--- src/hw/adc_spi_pkg.sv ---
package adc_spi_pkg;

	//////////////////////////////////////////////////
	// Frame layout
	//////////////////////////////////////////////////

	// Largest number of converters on one board. This also sets the mask width.
	localparam int MAX_ADC = 8;

	// One serial write is always 32 bits long.
	localparam int FRAME_BITS = 32;

	// The converter expects this pattern ahead of the register address.
	localparam logic [11:0] FRAME_HEADER = 12'b0000_0000_0001;

	//////////////////////////////////////////////////
	// Command and launch records
	//////////////////////////////////////////////////

	// One write request from the host.
	typedef struct packed {
		logic [MAX_ADC-1:0] mask;    // Target converters, one bit each.
		logic [3:0]         addr;    // Converter register address.
		logic [15:0]        data;    // Value to write.
	} adc_cmd_t;

	// What the sequencer hands out for the duration of one write.
	// The lanes shift the frame, and the tracker uses lanes, addr and data
	// to update the shadow copy when every lane is finished.
	typedef struct packed {
		logic [MAX_ADC-1:0]    lanes;    // Effective mask, already trimmed to NUM_ADC.
		logic [3:0]            addr;
		logic [15:0]           data;
		logic [FRAME_BITS-1:0] frame;    // Header, address and data, MSB first.
	} adc_launch_t;

	//////////////////////////////////////////////////
	// State encodings
	//////////////////////////////////////////////////

	typedef enum logic [1:0] {
		SEQ_IDLE   = 2'd0,    // Waiting for a host command.
		SEQ_LAUNCH = 2'd1,    // One cycle that fires launch_start.
		SEQ_WAIT   = 2'd2     // Lanes busy, waiting for all_done.
	} seq_state_t;

	typedef enum logic [1:0] {
		LANE_IDLE  = 2'd0,
		LANE_SHIFT = 2'd1,    // Select low, one bit per cycle.
		LANE_GAP   = 2'd2     // Select high for one cycle before done.
	} lane_state_t;

endpackage

--- src/hw/cmd_sequencer.sv ---
`timescale 1ns/100ps

module cmd_sequencer
	import adc_spi_pkg::*;
#(
	parameter int NUM_ADC = 2
) (
	input  logic        adc0_sclk,
	input  logic        reset,
	input  adc_cmd_t    cmd,
	input  logic        cmd_valid,
	input  logic        all_done,
	output adc_launch_t launch,
	output logic        launch_start,
	output logic        busy,
	output logic        cmd_reject
);

	// Bits of the host mask that point at converters which are fitted.
	localparam logic [MAX_ADC-1:0] PRESENT_MASK = {MAX_ADC{1'b1}} >> (MAX_ADC - NUM_ADC);

	seq_state_t state;
	adc_launch_t launch_q;
	logic [MAX_ADC-1:0] eff_mask;
	logic accept;
	logic empty_cmd;

	//////////////////////////////////////////////////
	// Command qualification
	//////////////////////////////////////////////////

	always_comb begin
		eff_mask = cmd.mask & PRESENT_MASK;    // Drop bits for absent converters.
		empty_cmd = (eff_mask == '0);
		// Commands are only looked at while idle.
		// Anything offered during a write is simply dropped.
		accept = cmd_valid && (state == SEQ_IDLE);
	end

	//////////////////////////////////////////////////
	// Control FSM
	//////////////////////////////////////////////////

	always_ff @(posedge adc0_sclk) begin
		if (reset) begin
			state <= SEQ_IDLE;
			cmd_reject <= 1'b0;
		end else begin
			cmd_reject <= 1'b0;    // Single-cycle pulse.
			case (state)
				SEQ_IDLE: begin
					if (accept) begin
						if (empty_cmd) begin
							cmd_reject <= 1'b1;    // Nothing to send, stay idle.
						end else begin
							state <= SEQ_LAUNCH;
						end
					end
				end
				SEQ_LAUNCH: begin
					state <= SEQ_WAIT;
				end
				SEQ_WAIT: begin
					// The tracker reports once every started lane has finished.
					if (all_done) begin
						state <= SEQ_IDLE;
					end
				end
				default: begin
					state <= SEQ_IDLE;
				end
			endcase
		end
	end

	//////////////////////////////////////////////////
	// Launch record
	//////////////////////////////////////////////////

	// Captured on acceptance and held until the write is over, so the
	// tracker still sees the address and data when it updates the shadow.
	always_ff @(posedge adc0_sclk) begin
		if (accept && !empty_cmd) begin
			launch_q.lanes <= eff_mask;
			launch_q.addr <= cmd.addr;
			launch_q.data <= cmd.data;
			launch_q.frame <= {FRAME_HEADER, cmd.addr, cmd.data};
		end
	end

	assign launch = launch_q;
	assign launch_start = (state == SEQ_LAUNCH);
	assign busy = (state != SEQ_IDLE);

endmodule

--- src/hw/serial_lane.sv ---
`timescale 1ns/100ps

module serial_lane
	import adc_spi_pkg::*;
(
	input  logic        adc0_sclk,
	input  logic        reset,
	input  adc_launch_t launch,
	input  logic        launch_start,
	input  logic        lane_sel,
	output logic        adc_n_scs,
	output logic        adc_sdata,
	output logic        lane_done
);

	localparam logic [4:0] LAST_BIT = 5'(FRAME_BITS - 1);

	lane_state_t state;
	logic [FRAME_BITS-1:0] shift_q;    // Frame, MSB leaves first.
	logic [4:0] bit_idx;               // Bits already put on the line.
	logic done_q;

	//////////////////////////////////////////////////
	// Lane FSM
	//////////////////////////////////////////////////

	always_ff @(posedge adc0_sclk) begin
		if (reset) begin
			state <= LANE_IDLE;
			bit_idx <= '0;
			done_q <= 1'b0;
		end else begin
			done_q <= 1'b0;
			case (state)
				LANE_IDLE: begin
					// Every lane sees the launch, but only selected ones start.
					if (launch_start && lane_sel) begin
						state <= LANE_SHIFT;
						bit_idx <= '0;
					end
				end
				LANE_SHIFT: begin
					bit_idx <= bit_idx + 5'd1;
					if (bit_idx == LAST_BIT) begin
						state <= LANE_GAP;    // Select goes high next cycle.
					end
				end
				LANE_GAP: begin
					state <= LANE_IDLE;
					done_q <= 1'b1;
				end
				default: begin
					state <= LANE_IDLE;
				end
			endcase
		end
	end

	//////////////////////////////////////////////////
	// Shift register
	//////////////////////////////////////////////////

	// The frame is loaded on the start cycle and moved one place per bit.
	// The converter samples on the rising edge after each bit is set up.
	always_ff @(posedge adc0_sclk) begin
		if (state == LANE_IDLE && launch_start && lane_sel) begin
			shift_q <= launch.frame;
		end else if (state == LANE_SHIFT) begin
			shift_q <= {shift_q[FRAME_BITS-2:0], 1'b0};
		end
	end

	// Select is low for exactly the shift phase.
	assign adc_n_scs = (state != LANE_SHIFT);
	assign adc_sdata = (state == LANE_SHIFT) ? shift_q[FRAME_BITS-1] : 1'b0;    // Quiet low otherwise.
	assign lane_done = done_q;

endmodule

--- src/hw/shadow_tracker.sv ---
`timescale 1ns/100ps

module shadow_tracker
	import adc_spi_pkg::*;
#(
	parameter int NUM_ADC = 2
) (
	input  logic               adc0_sclk,
	input  logic               reset,
	input  adc_launch_t        launch,
	input  logic               launch_start,
	input  logic [NUM_ADC-1:0] lane_done,
	input  logic [2:0]         rd_adc,
	input  logic [3:0]         rd_addr,
	output logic [15:0]        rd_data,
	output logic               all_done,
	output logic               done
);

	logic [NUM_ADC-1:0] pending;    // Lanes that have started and not yet finished.
	logic [NUM_ADC-1:0] pending_next;
	logic finish;
	logic done_q;

	// Last value written to each converter register.
	logic [15:0] shadow [NUM_ADC][16];

	//////////////////////////////////////////////////
	// Completion tracking
	//////////////////////////////////////////////////

	always_comb begin
		pending_next = pending & ~lane_done;
		// The write is over on the cycle the last outstanding bit clears.
		finish = (pending != '0) && (pending_next == '0);
	end

	always_ff @(posedge adc0_sclk) begin
		if (reset) begin
			pending <= '0;
			done_q <= 1'b0;
		end else begin
			done_q <= finish;
			if (launch_start) begin
				pending <= launch.lanes[NUM_ADC-1:0];
			end else begin
				pending <= pending_next;
			end
		end
	end

	// The sequencer and the host get the same pulse.
	assign all_done = done_q;
	assign done = done_q;

	//////////////////////////////////////////////////
	// Shadow register file
	//////////////////////////////////////////////////

	// The launch record is still held by the sequencer when the lanes finish,
	// so address and data can be taken straight from it.
	always_ff @(posedge adc0_sclk) begin
		if (reset) begin
			for (int a = 0; a < NUM_ADC; a++) begin
				for (int r = 0; r < 16; r++) begin
					shadow[a][r] <= '0;
				end
			end
		end else if (finish) begin
			for (int a = 0; a < NUM_ADC; a++) begin
				if (launch.lanes[a]) begin
					shadow[a][launch.addr] <= launch.data;
				end
			end
		end
	end

	// Combinational read port. A converter number past NUM_ADC matches
	// nothing and leaves the result at zero.
	always_comb begin
		rd_data = '0;
		for (int a = 0; a < NUM_ADC; a++) begin
			if (rd_adc == 3'(a)) begin
				rd_data = shadow[a][rd_addr];
			end
		end
	end

endmodule

--- src/hw/adc_spi_ctrl.sv ---
`timescale 1ns/100ps

module adc_spi_ctrl
	import adc_spi_pkg::*;
#(
	parameter int NUM_ADC = 2
) (
	input  logic               adc0_sclk,
	input  logic               reset,
	input  adc_cmd_t           cmd,
	input  logic               cmd_valid,
	input  logic [2:0]         rd_adc,
	input  logic [3:0]         rd_addr,
	output logic               busy,
	output logic               cmd_reject,
	output logic               done,
	output logic [15:0]        rd_data,
	output logic [NUM_ADC-1:0] adc_n_scs,
	output logic [NUM_ADC-1:0] adc_sdata
);

	adc_launch_t launch;
	logic launch_start;
	logic all_done;
	logic [NUM_ADC-1:0] lane_done;

	//////////////////////////////////////////////////
	// Command path
	//////////////////////////////////////////////////

	cmd_sequencer #(
		.NUM_ADC(NUM_ADC)
	) i_cmd_sequencer (
		.adc0_sclk   (adc0_sclk),
		.reset       (reset),
		.cmd         (cmd),
		.cmd_valid   (cmd_valid),
		.all_done    (all_done),
		.launch      (launch),
		.launch_start(launch_start),
		.busy        (busy),
		.cmd_reject  (cmd_reject)
	);

	//////////////////////////////////////////////////
	// One serial lane per converter
	//////////////////////////////////////////////////

	// All lanes get the same launch and run in lockstep.
	for (genvar i = 0; i < NUM_ADC; i++) begin : g_lane
		serial_lane i_serial_lane (
			.adc0_sclk   (adc0_sclk),
			.reset       (reset),
			.launch      (launch),
			.launch_start(launch_start),
			.lane_sel    (launch.lanes[i]),    // This converter's own mask bit.
			.adc_n_scs   (adc_n_scs[i]),
			.adc_sdata   (adc_sdata[i]),
			.lane_done   (lane_done[i])
		);
	end

	//////////////////////////////////////////////////
	// Completion and shadow copy
	//////////////////////////////////////////////////

	shadow_tracker #(
		.NUM_ADC(NUM_ADC)
	) i_shadow_tracker (
		.adc0_sclk   (adc0_sclk),
		.reset       (reset),
		.launch      (launch),
		.launch_start(launch_start),
		.lane_done   (lane_done),
		.rd_adc      (rd_adc),
		.rd_addr     (rd_addr),
		.rd_data     (rd_data),
		.all_done    (all_done),
		.done        (done)
	);

endmodule

--- config.mk ---
export PLATFORM = sky130hd
export DESIGN_NAME = adc_spi_ctrl
export DESIGN_NICKNAME = d
export VERILOG_FILES = /design/src/hw/adc_spi_pkg.sv /design/src/hw/cmd_sequencer.sv /design/src/hw/serial_lane.sv /design/src/hw/shadow_tracker.sv /design/src/hw/adc_spi_ctrl.sv
export SDC_FILE = /design/constraint.sdc
export NUM_CORES = 1
export LEC_CHECK = 0
export ABC_CLOCK_PERIOD_IN_PS = 2400
export BUFFER_PORTS_ARGS = -buffer_cell sky130_fd_sc_hd__buf_2
export CAP_MARGIN = 20
export CORE_MARGIN = 5
export CORE_UTILIZATION = 57
export CTS_CLUSTER_DIAMETER = 120
export CTS_CLUSTER_SIZE = 20
export DETAILED_ROUTE_END_ITERATION = 16
export GPL_TIMING_DRIVEN = 1
export PLACE_DENSITY = 0.74
export SKIP_CTS_REPAIR_TIMING = 1
export SYNTH_ARGS = -nofsm -noshare
export SYNTH_HDL_FRONTEND = slang
export SYNTH_SLANG_ARGS = --single-unit
--- constraint.sdc ---
create_clock -name adc0_sclk -period 2.4 [get_ports adc0_sclk]
set_clock_uncertainty 0.1 [all_clocks]
set_input_delay 0.48 -clock adc0_sclk [delete_from_list [all_inputs] [get_ports adc0_sclk]]
set_output_delay 0.48 -clock adc0_sclk [all_outputs]
set_load 0.005 [all_outputs]
==> results.md, run 1 <==
* Status: complete, but fails checks
* Failing checks: negative setup slack
* Worst hold stages at 2
* First-pass GRT wire length at 104000 um
* Highest clock rate at 347 MHz
* Initial antenna violation count at 2
* Setup CP Type: reg -> out
* Crit end category: primary output
* Final worst slack at -0.480 ns
* Arrival @ worst endpoint at 2.30 ns
* Period utilisation layout at 120%
* Std-Cell Rows at 80
* Via density at 6.10
* EDFF count, synth at 598
* Chip Height at 230 um
* CTS clk-pin slew, worst paths at 0.08 ns
* Max H-tree Level at 2
* Yosys cell types at 39
* Compound-Gate Fraction of Synth Area at 2.95%
* Synthesis warning total at 0
* Nets at 2135
* FF-to-FF Start: i_shadow_tracker.pending[1]
* Post-Synth Adder-Cell Area at 0.181%
* Mux share of post-synthesis cell area at 11.7%
* NetSw at 4.59 mW
* Drt drc at 0
* Clock root buffer: clkbuf_16
* Avg Inst Size Synth at 14.6 um2
* Combinational power share at 9.0%
* Vias in the first global route at 16900
* GRT Overall Usage at 26.1%
* Crit path from: i_shadow_tracker.shadow[1][223]
* Clock buffer depth at 3
* Yosys reg bits at 620
* Hold Path Class: in -> reg
* CTS tree: yes
* WL final at 69900 um
* Simple-gate share of the synthesized area at 15.9%
* Sink Count at 620
* Drt initial violations at 1788
* Largest net degree at the start of global routing at 44
* Min Tclk post-route at 2.88 ns
* Req. time, crit path at 1.82 ns
* Power share of the clock group at 30.5%
* Finished Cell Area at 32200 um2
* Max-slew headroom at 25.6%
* Sw frac at 22.4%
* Crit path max fanout at 1
* RSZ-0062 raised after global routing: yes
* Syn-to-layout area delta at 16.7%
* Layout cells sized above 1 at 26.1%
* I/O pins at 61
* Syn nets at 1929
* Routed len/inst at 25.7 um
* Placeable Area at 47800 um2
* Final Wtd Congestion at 0.887
* Gr ovfl total at 0
* Max cap viols at 0
* Largest family of logic cells by synthesized area: simple AND/OR/NAND/NOR gates
* Synthesized area at 27600 um2
* Initial cell density of the core at 57.7%
* Setup violators final at 16
* Startpoint Class: register
* CTS Buf Count at 36
* Die area at 52900 um2
* Asr flop ratio synth at 0%
* Final Hold Fails at 0
* Final max-slew violation count at 0
* Die Span X at 230 um
* Register area share after synthesis at 66.7%
* Antenna viol nets, final at 0
* Leak Pwr at 12.2 nW
* Most used DFF post-synth: edfxtp_1
* PwrDens at 636 nW/um2
* Pint at 15.9 mW
* Peak supply drop at 500 uV
* Vias at 16600
* Hold_sp: cmd[21]
* Sequential share of power at 60.6%
* PnR Total Power at 20.5 mW
* Number of buffers added on ports at 54
* First-pass DRT Iterations at 5
* R2R cell count at 8
* Post-DP Area at 30300 um2
* Cells after Synth at 1887
* Clock insertion delay at the later pin of the skew report at 0.58 ns
* Slew @ Worst Pin at 1.12 ns
* Post-Synth XOR/XNOR Area at 0%
* Post-detail-place hpwl at 46500 um
[layout make-up]
| class | count | area, um2 |
|---|---|---|
| sequential | 620 | 18400 |
| fill | 3240 | 15600 |
| multi-input combinational | 1105 | 8850 |
| timing repair buffer | 323 | 3160 |
| clock buffer | 50 | 975 |
| tap | 615 | 769 |
| inverter | 7 | 26.3 |
| clock inverter | 2 | 17.5 |
| antenna | 1 | 2.50 |
[critical path, cell delays in order, from the launching register on]
cell	delay (ns)
edfxtp_1	0.40
mux4_2	0.47
nor2_1	0.10
nor3_1	0.06
buf_4	0.17
a221oi_4	0.22
nand3_1	0.13
buf_2	0.17
[routing by layer]
metal / vias to the layer above / GRT usage (%) / wire length, um
met5: - / 0 / 13
met4: 2 / 9.92 / 2620
met3: 134 / 3.32 / 5140
met2: 689 / 43.1 / 34600
met1: 8485 / 35.9 / 27500
li1: 7300 / - / -
[cells in the mapped netlist (8+ instances only)]
master | n | area [um2]
edfxtp_1 | 598 | 18000
and2_1 | 507 | 3170
clkbuf_1 | 113 | 424
mux2i_1 | 112 | 1120
nor2_1 | 68 | 255
mux4_2 | 65 | 1460
mux2_2 | 58 | 653
nor3_1 | 44 | 220
nand3_1 | 38 | 190
a22oi_1 | 36 | 270
or2_2 | 34 | 213
a221oi_1 | 25 | 219
dfxtp_1 | 22 | 440
nand2_1 | 22 | 82.6
o21ai_0 | 18 | 90.1
a21oi_1 | 17 | 85.1
buf_4 | 15 | 113
buf_2 | 13 | 65.1
o22ai_1 | 11 | 68.8
clkbuf_2 | 8 | 40.0
nand2b_1 | 8 | 50.1
nor2b_1 | 8 | 50.1
[through the flow]
step | hold slack (ns) | setup TNS [ns] | worst slack [ns] | cells | utilization [%]
detailed placement | 0.333 | -9.65 | -0.695 | 2637 | 63.4
floorplan | 0.314 | 0 | 0.00216 | 1887 | -
global route | 0.00172 | -7.58 | -0.544 | 2722 | 67.3
finish | 0.0116 | -6.64 | -0.480 | 2723 | 67.3
global placement | 0.323 | -9.20 | -0.727 | 2636 | 63.4
CTS | -0.0599 | -10.10 | -0.772 | 2689 | 65.5
[power groups by stage]
| stage | sequential, mW | combinational, mW | clock [mW] |
|---|---|---|---|
| floorplan | 12.6 | 0.909 | 0 |
| global placement | 12.6 | 1.63 | 0 |
| detailed placement | 12.7 | 1.68 | 0 |
| CTS | 12.4 | 1.69 | 6.31 |
| global route | 12.4 | 1.93 | 6.74 |
| finish | 12.4 | 1.83 | 6.24 |
[layout by cell type (no fill, tap or decap), types with 8 or more instances in the layout]
master / n
a21oi_1: 17
a221oi_1: 13
a22oi_1: 33
and2_1: 507
buf_12: 46
buf_2: 47
buf_4: 187
buf_6: 10
clkbuf_1: 13
clkbuf_16: 41
dfxtp_1: 22
dlygate4sd3_1: 20
edfxtp_1: 598
mux2_2: 57
mux2i_1: 109
mux4_2: 65
nand2_1: 22
nand2b_1: 8
nand3_1: 30
nor2_1: 60
nor3_1: 39
o21ai_0: 17
o22ai_1: 10
or2_2: 33
[final timing paths]
check / slack, ns / end
hold reg to reg: 0.35 / g_lane[1].i_serial_lane.lane_done
setup / recovery: -0.48 / rd_data[15]
setup reg to reg: 0.14 / i_shadow_tracker.shadow[1][222]
hold / removal: 0.01 / i_cmd_sequencer.cmd_reject
[sequential cells by signal (all words and copies together) (netlist names), 2 cells and up]
signal,flops
g_lane.i_serial_lane.state,4
g_lane.i_serial_lane.lane_done,2
i_shadow_tracker.pending,2
i_cmd_sequencer.state,2
i_shadow_tracker.shadow,512
g_lane.i_serial_lane.bit_idx,10
g_lane.i_serial_lane.shift_q,64
i_cmd_sequencer.launch,22
[cell families (layout without fill, tap and decap cells)]
family                     Yosys count  count (layout)
and+or+nand+nor                    748             748
DFF                                620             620
muxes                              235             235
buffers and inverters              162             382
AOI/OAI and AO/OA                  118             118
adders and majority gates            4               4
other                                0               1
Note: power is estimated with default switching activity, not from simulation.
==> inputs of run 2 (changes only) <==
--- a/config.mk
+++ b/config.mk
@@ -5,13 +5,13 @@
 export SDC_FILE = /design/constraint.sdc
 export NUM_CORES = 1
 export LEC_CHECK = 0
+export ABC_AREA = 1
 export ABC_CLOCK_PERIOD_IN_PS = 2400
 export BUFFER_PORTS_ARGS = -buffer_cell sky130_fd_sc_hd__buf_2
 export CAP_MARGIN = 20
 export CORE_MARGIN = 5
 export CORE_UTILIZATION = 57
 export CTS_CLUSTER_DIAMETER = 120
-export CTS_CLUSTER_SIZE = 20
 export DETAILED_ROUTE_END_ITERATION = 16
 export GPL_TIMING_DRIVEN = 1
 export PLACE_DENSITY = 0.74
==> results.md, run 2 <==
* First-pass GRT wire length at 118000 um
* Cell with the most instances after synthesis: nand2_1
* PnR Total Power at 24.1 mW
* Hold Path Class: in -> reg
* I/O pins at 61
* Diodes inserted at 0
* Setup CP Type: in -> out
* Slew @ Worst Pin at 1.05 ns
* Routed len/inst at 20.5 um
* Min Tclk post-route at 2.47 ns
* Drt drc at 0
* Via density at 5.58
* Placed insts at 3826
* Cells after Synth at 3143
* Clock insertion delay at the later pin of the skew report at 0.63 ns
* Placeable Area at 50200 um2
* Setup violators final at 10
* Avg Inst Size Synth at 9.21 um2
* Vias in the first global route at 20800
* Initial antenna violation count at 0
* Max reg flops at 512
* Syn nets at 3185
* Final Wtd Congestion at 1.04
* Post-detail-place hpwl at 49500 um
* Clock root buffer: clkbuf_16
* Final max-slew violation count at 0
* Most used DFF post-synth: edfxtp_1
* CTS Buf Count at 61
* Area contributors post-synth: edfxtp_1 (62%), nand2_1 (12%), nor2_1 (7.1%)
* NetSw at 5.84 mW
* Top cell type's share of synthesized area at 62.0%
* Max-slew headroom at 29.3%
* Die area at 55400 um2
* WL final at 81400 um
* Core Util, Final at 68.6%
* Yosys cell types at 26
* Vias at 22200
* Peak supply drop at 673 uV
* Leak Pwr at 15.3 nW
* Commonest non-fill, non-tap cell in the layout: nand2_1
* Initial cell density of the core at 57.7%
* Clock buffer depth at 3
* CTS clk-pin slew, worst paths at 0.06 ns
* Pint at 18.2 mW
* Worst hold stages at 3
* Register area share after synthesis at 63.5%
* Reg with most FFs: i_shadow_tracker.shadow
* RSZ-0062 raised after global routing: yes
* Final non-filler cell total at 3982
* Syn-to-layout area delta at 18.8%
* Commonest non-fill, non-tap cells in the layout: nand2_1 (858), edfxtp_1 (598), nor2_1 (542)
* Crit path max fanout at 15
* Status: complete, but fails checks
* PwrDens at 699 nW/um2
* Largest net degree at the start of global routing at 54
* Drt initial violations at 2859
* Nets at 3299
* Power share of the clock group at 38.1%
* Yosys reg bits at 620
* Highest clock rate at 404 MHz
* Period utilisation layout at 103%
* Max cap viols at 0
* Sequential share of power at 51.5%
* Max H-tree Level at 2
* Gr ovfl total at 0
* GRT Overall Usage at 27.1%
* Combinational power share at 10.4%
* Number of buffers added on ports at 54
* Post-synth top area cell: edfxtp_1
* Std-Cell Rows at 82
* Startpoint Class: input pin
* Synthesized area at 29000 um2
* Sw frac at 24.3%
* Asr flop ratio synth at 0%
* Req. time, crit path at 1.82 ns
* Sink Count at 620
* Commonest cells in the netlist: nand2_1 (900), edfxtp_1 (598), nor2_1 (544)
* Failing checks: negative setup slack
* Crit end category: primary output
* Final worst slack at -0.0726 ns
* Synthesis warning total at 0
* EDFF count, synth at 598
* CTS tree: yes
* Die Span X at 235 um
* First-pass DRT Iterations at 6
* Antenna viol nets, final at 0
* Chip Height at 235 um
* WHS at 0.0339 ns
* Final Hold Fails at 0
* R2R cell count at 6
* Layout cells sized above 1 at 16.3%
* Arrival @ worst endpoint at 1.89 ns
## run 2: cell type report
type | instances | area (um2)
Clock inverter | 29 | 161
Tap cell | 672 | 841
Fill cell | 3603 | 15800
Sequential cell | 620 | 18400
Timing Repair Buffer | 262 | 2880
Multi-Input combinational cell | 1925 | 8890
Clock buffer | 87 | 1750
Inverter | 387 | 1480
## run 2: power groups by stage
stage                     registers (mW)  logic [mW]  clock network [mW]
after global routing                12.4        2.66                9.67
final                               12.4        2.50                9.17
after detailed placement            12.6        2.10                   0
after floorplan                     12.6        1.19                   0
after CTS                           12.4        2.12                9.24
after global placement              12.6        2.06                   0
## run 2: cell families (layout without fill, tap and decap cells)
logic type | Yosys count | after routing | share of synthesized area, %
adder cells (fa/ha/maj) | 4 | 4 | 0.173
buffers and inverters | 598 | 765 | 8.66
AO/OA/AOI/OAI | 61 | 61 | 1.08
AND/OR/NAND/NOR | 1860 | 1860 | 26.6
flip-flops | 620 | 620 | 63.5
## run 2: per-stage QoR
stage               setup TNS, ns  instance area [um2]  worst slack, ns
CTS                         -2.28                32800           -0.180
global placement            -1.61                30900           -0.139
floorplan                       0                29000            0.170
finish                     -0.253                34400          -0.0726
detailed placement          -1.80                30900           -0.165
global route               -0.922                34400          -0.0973
## run 2: final timing paths
| path | start | to | slack (ns) |
|---|---|---|---|
| worst max-delay path | rd_addr[1] | rd_data[6] | -0.07 |
| worst min-delay path | cmd_valid | i_cmd_sequencer.cmd_reject | 0.03 |
| worst max register to register | i_cmd_sequencer.launch[48] | i_shadow_tracker.shadow[1][189] | 0.18 |
| worst min register to register | g_lane[1].i_serial_lane.state[1] | g_lane[1].i_serial_lane.lane_done | 0.36 |
## run 2: metal layers
metal	vias up	GRT usage [%]	share of wire, %
li1	10200	-	-
met1	10600	37.4	38
met2	1287	42.4	47
met3	165	6.72	12
met4	0	9.50	3.7
met5	-	0	0
## run 2: worst max-delay path: stages
cell	delay [ns]
buf_12	0.13
clkinv_8	0.06
buf_12	0.14
buf_12	0.16
buf_16	0.16
nand3_1	0.13
nand3_2	0.14
nand3_1	0.11
nand2_1	0.05
nand2_1	0.05
nand2_1	0.10
buf_2	0.15
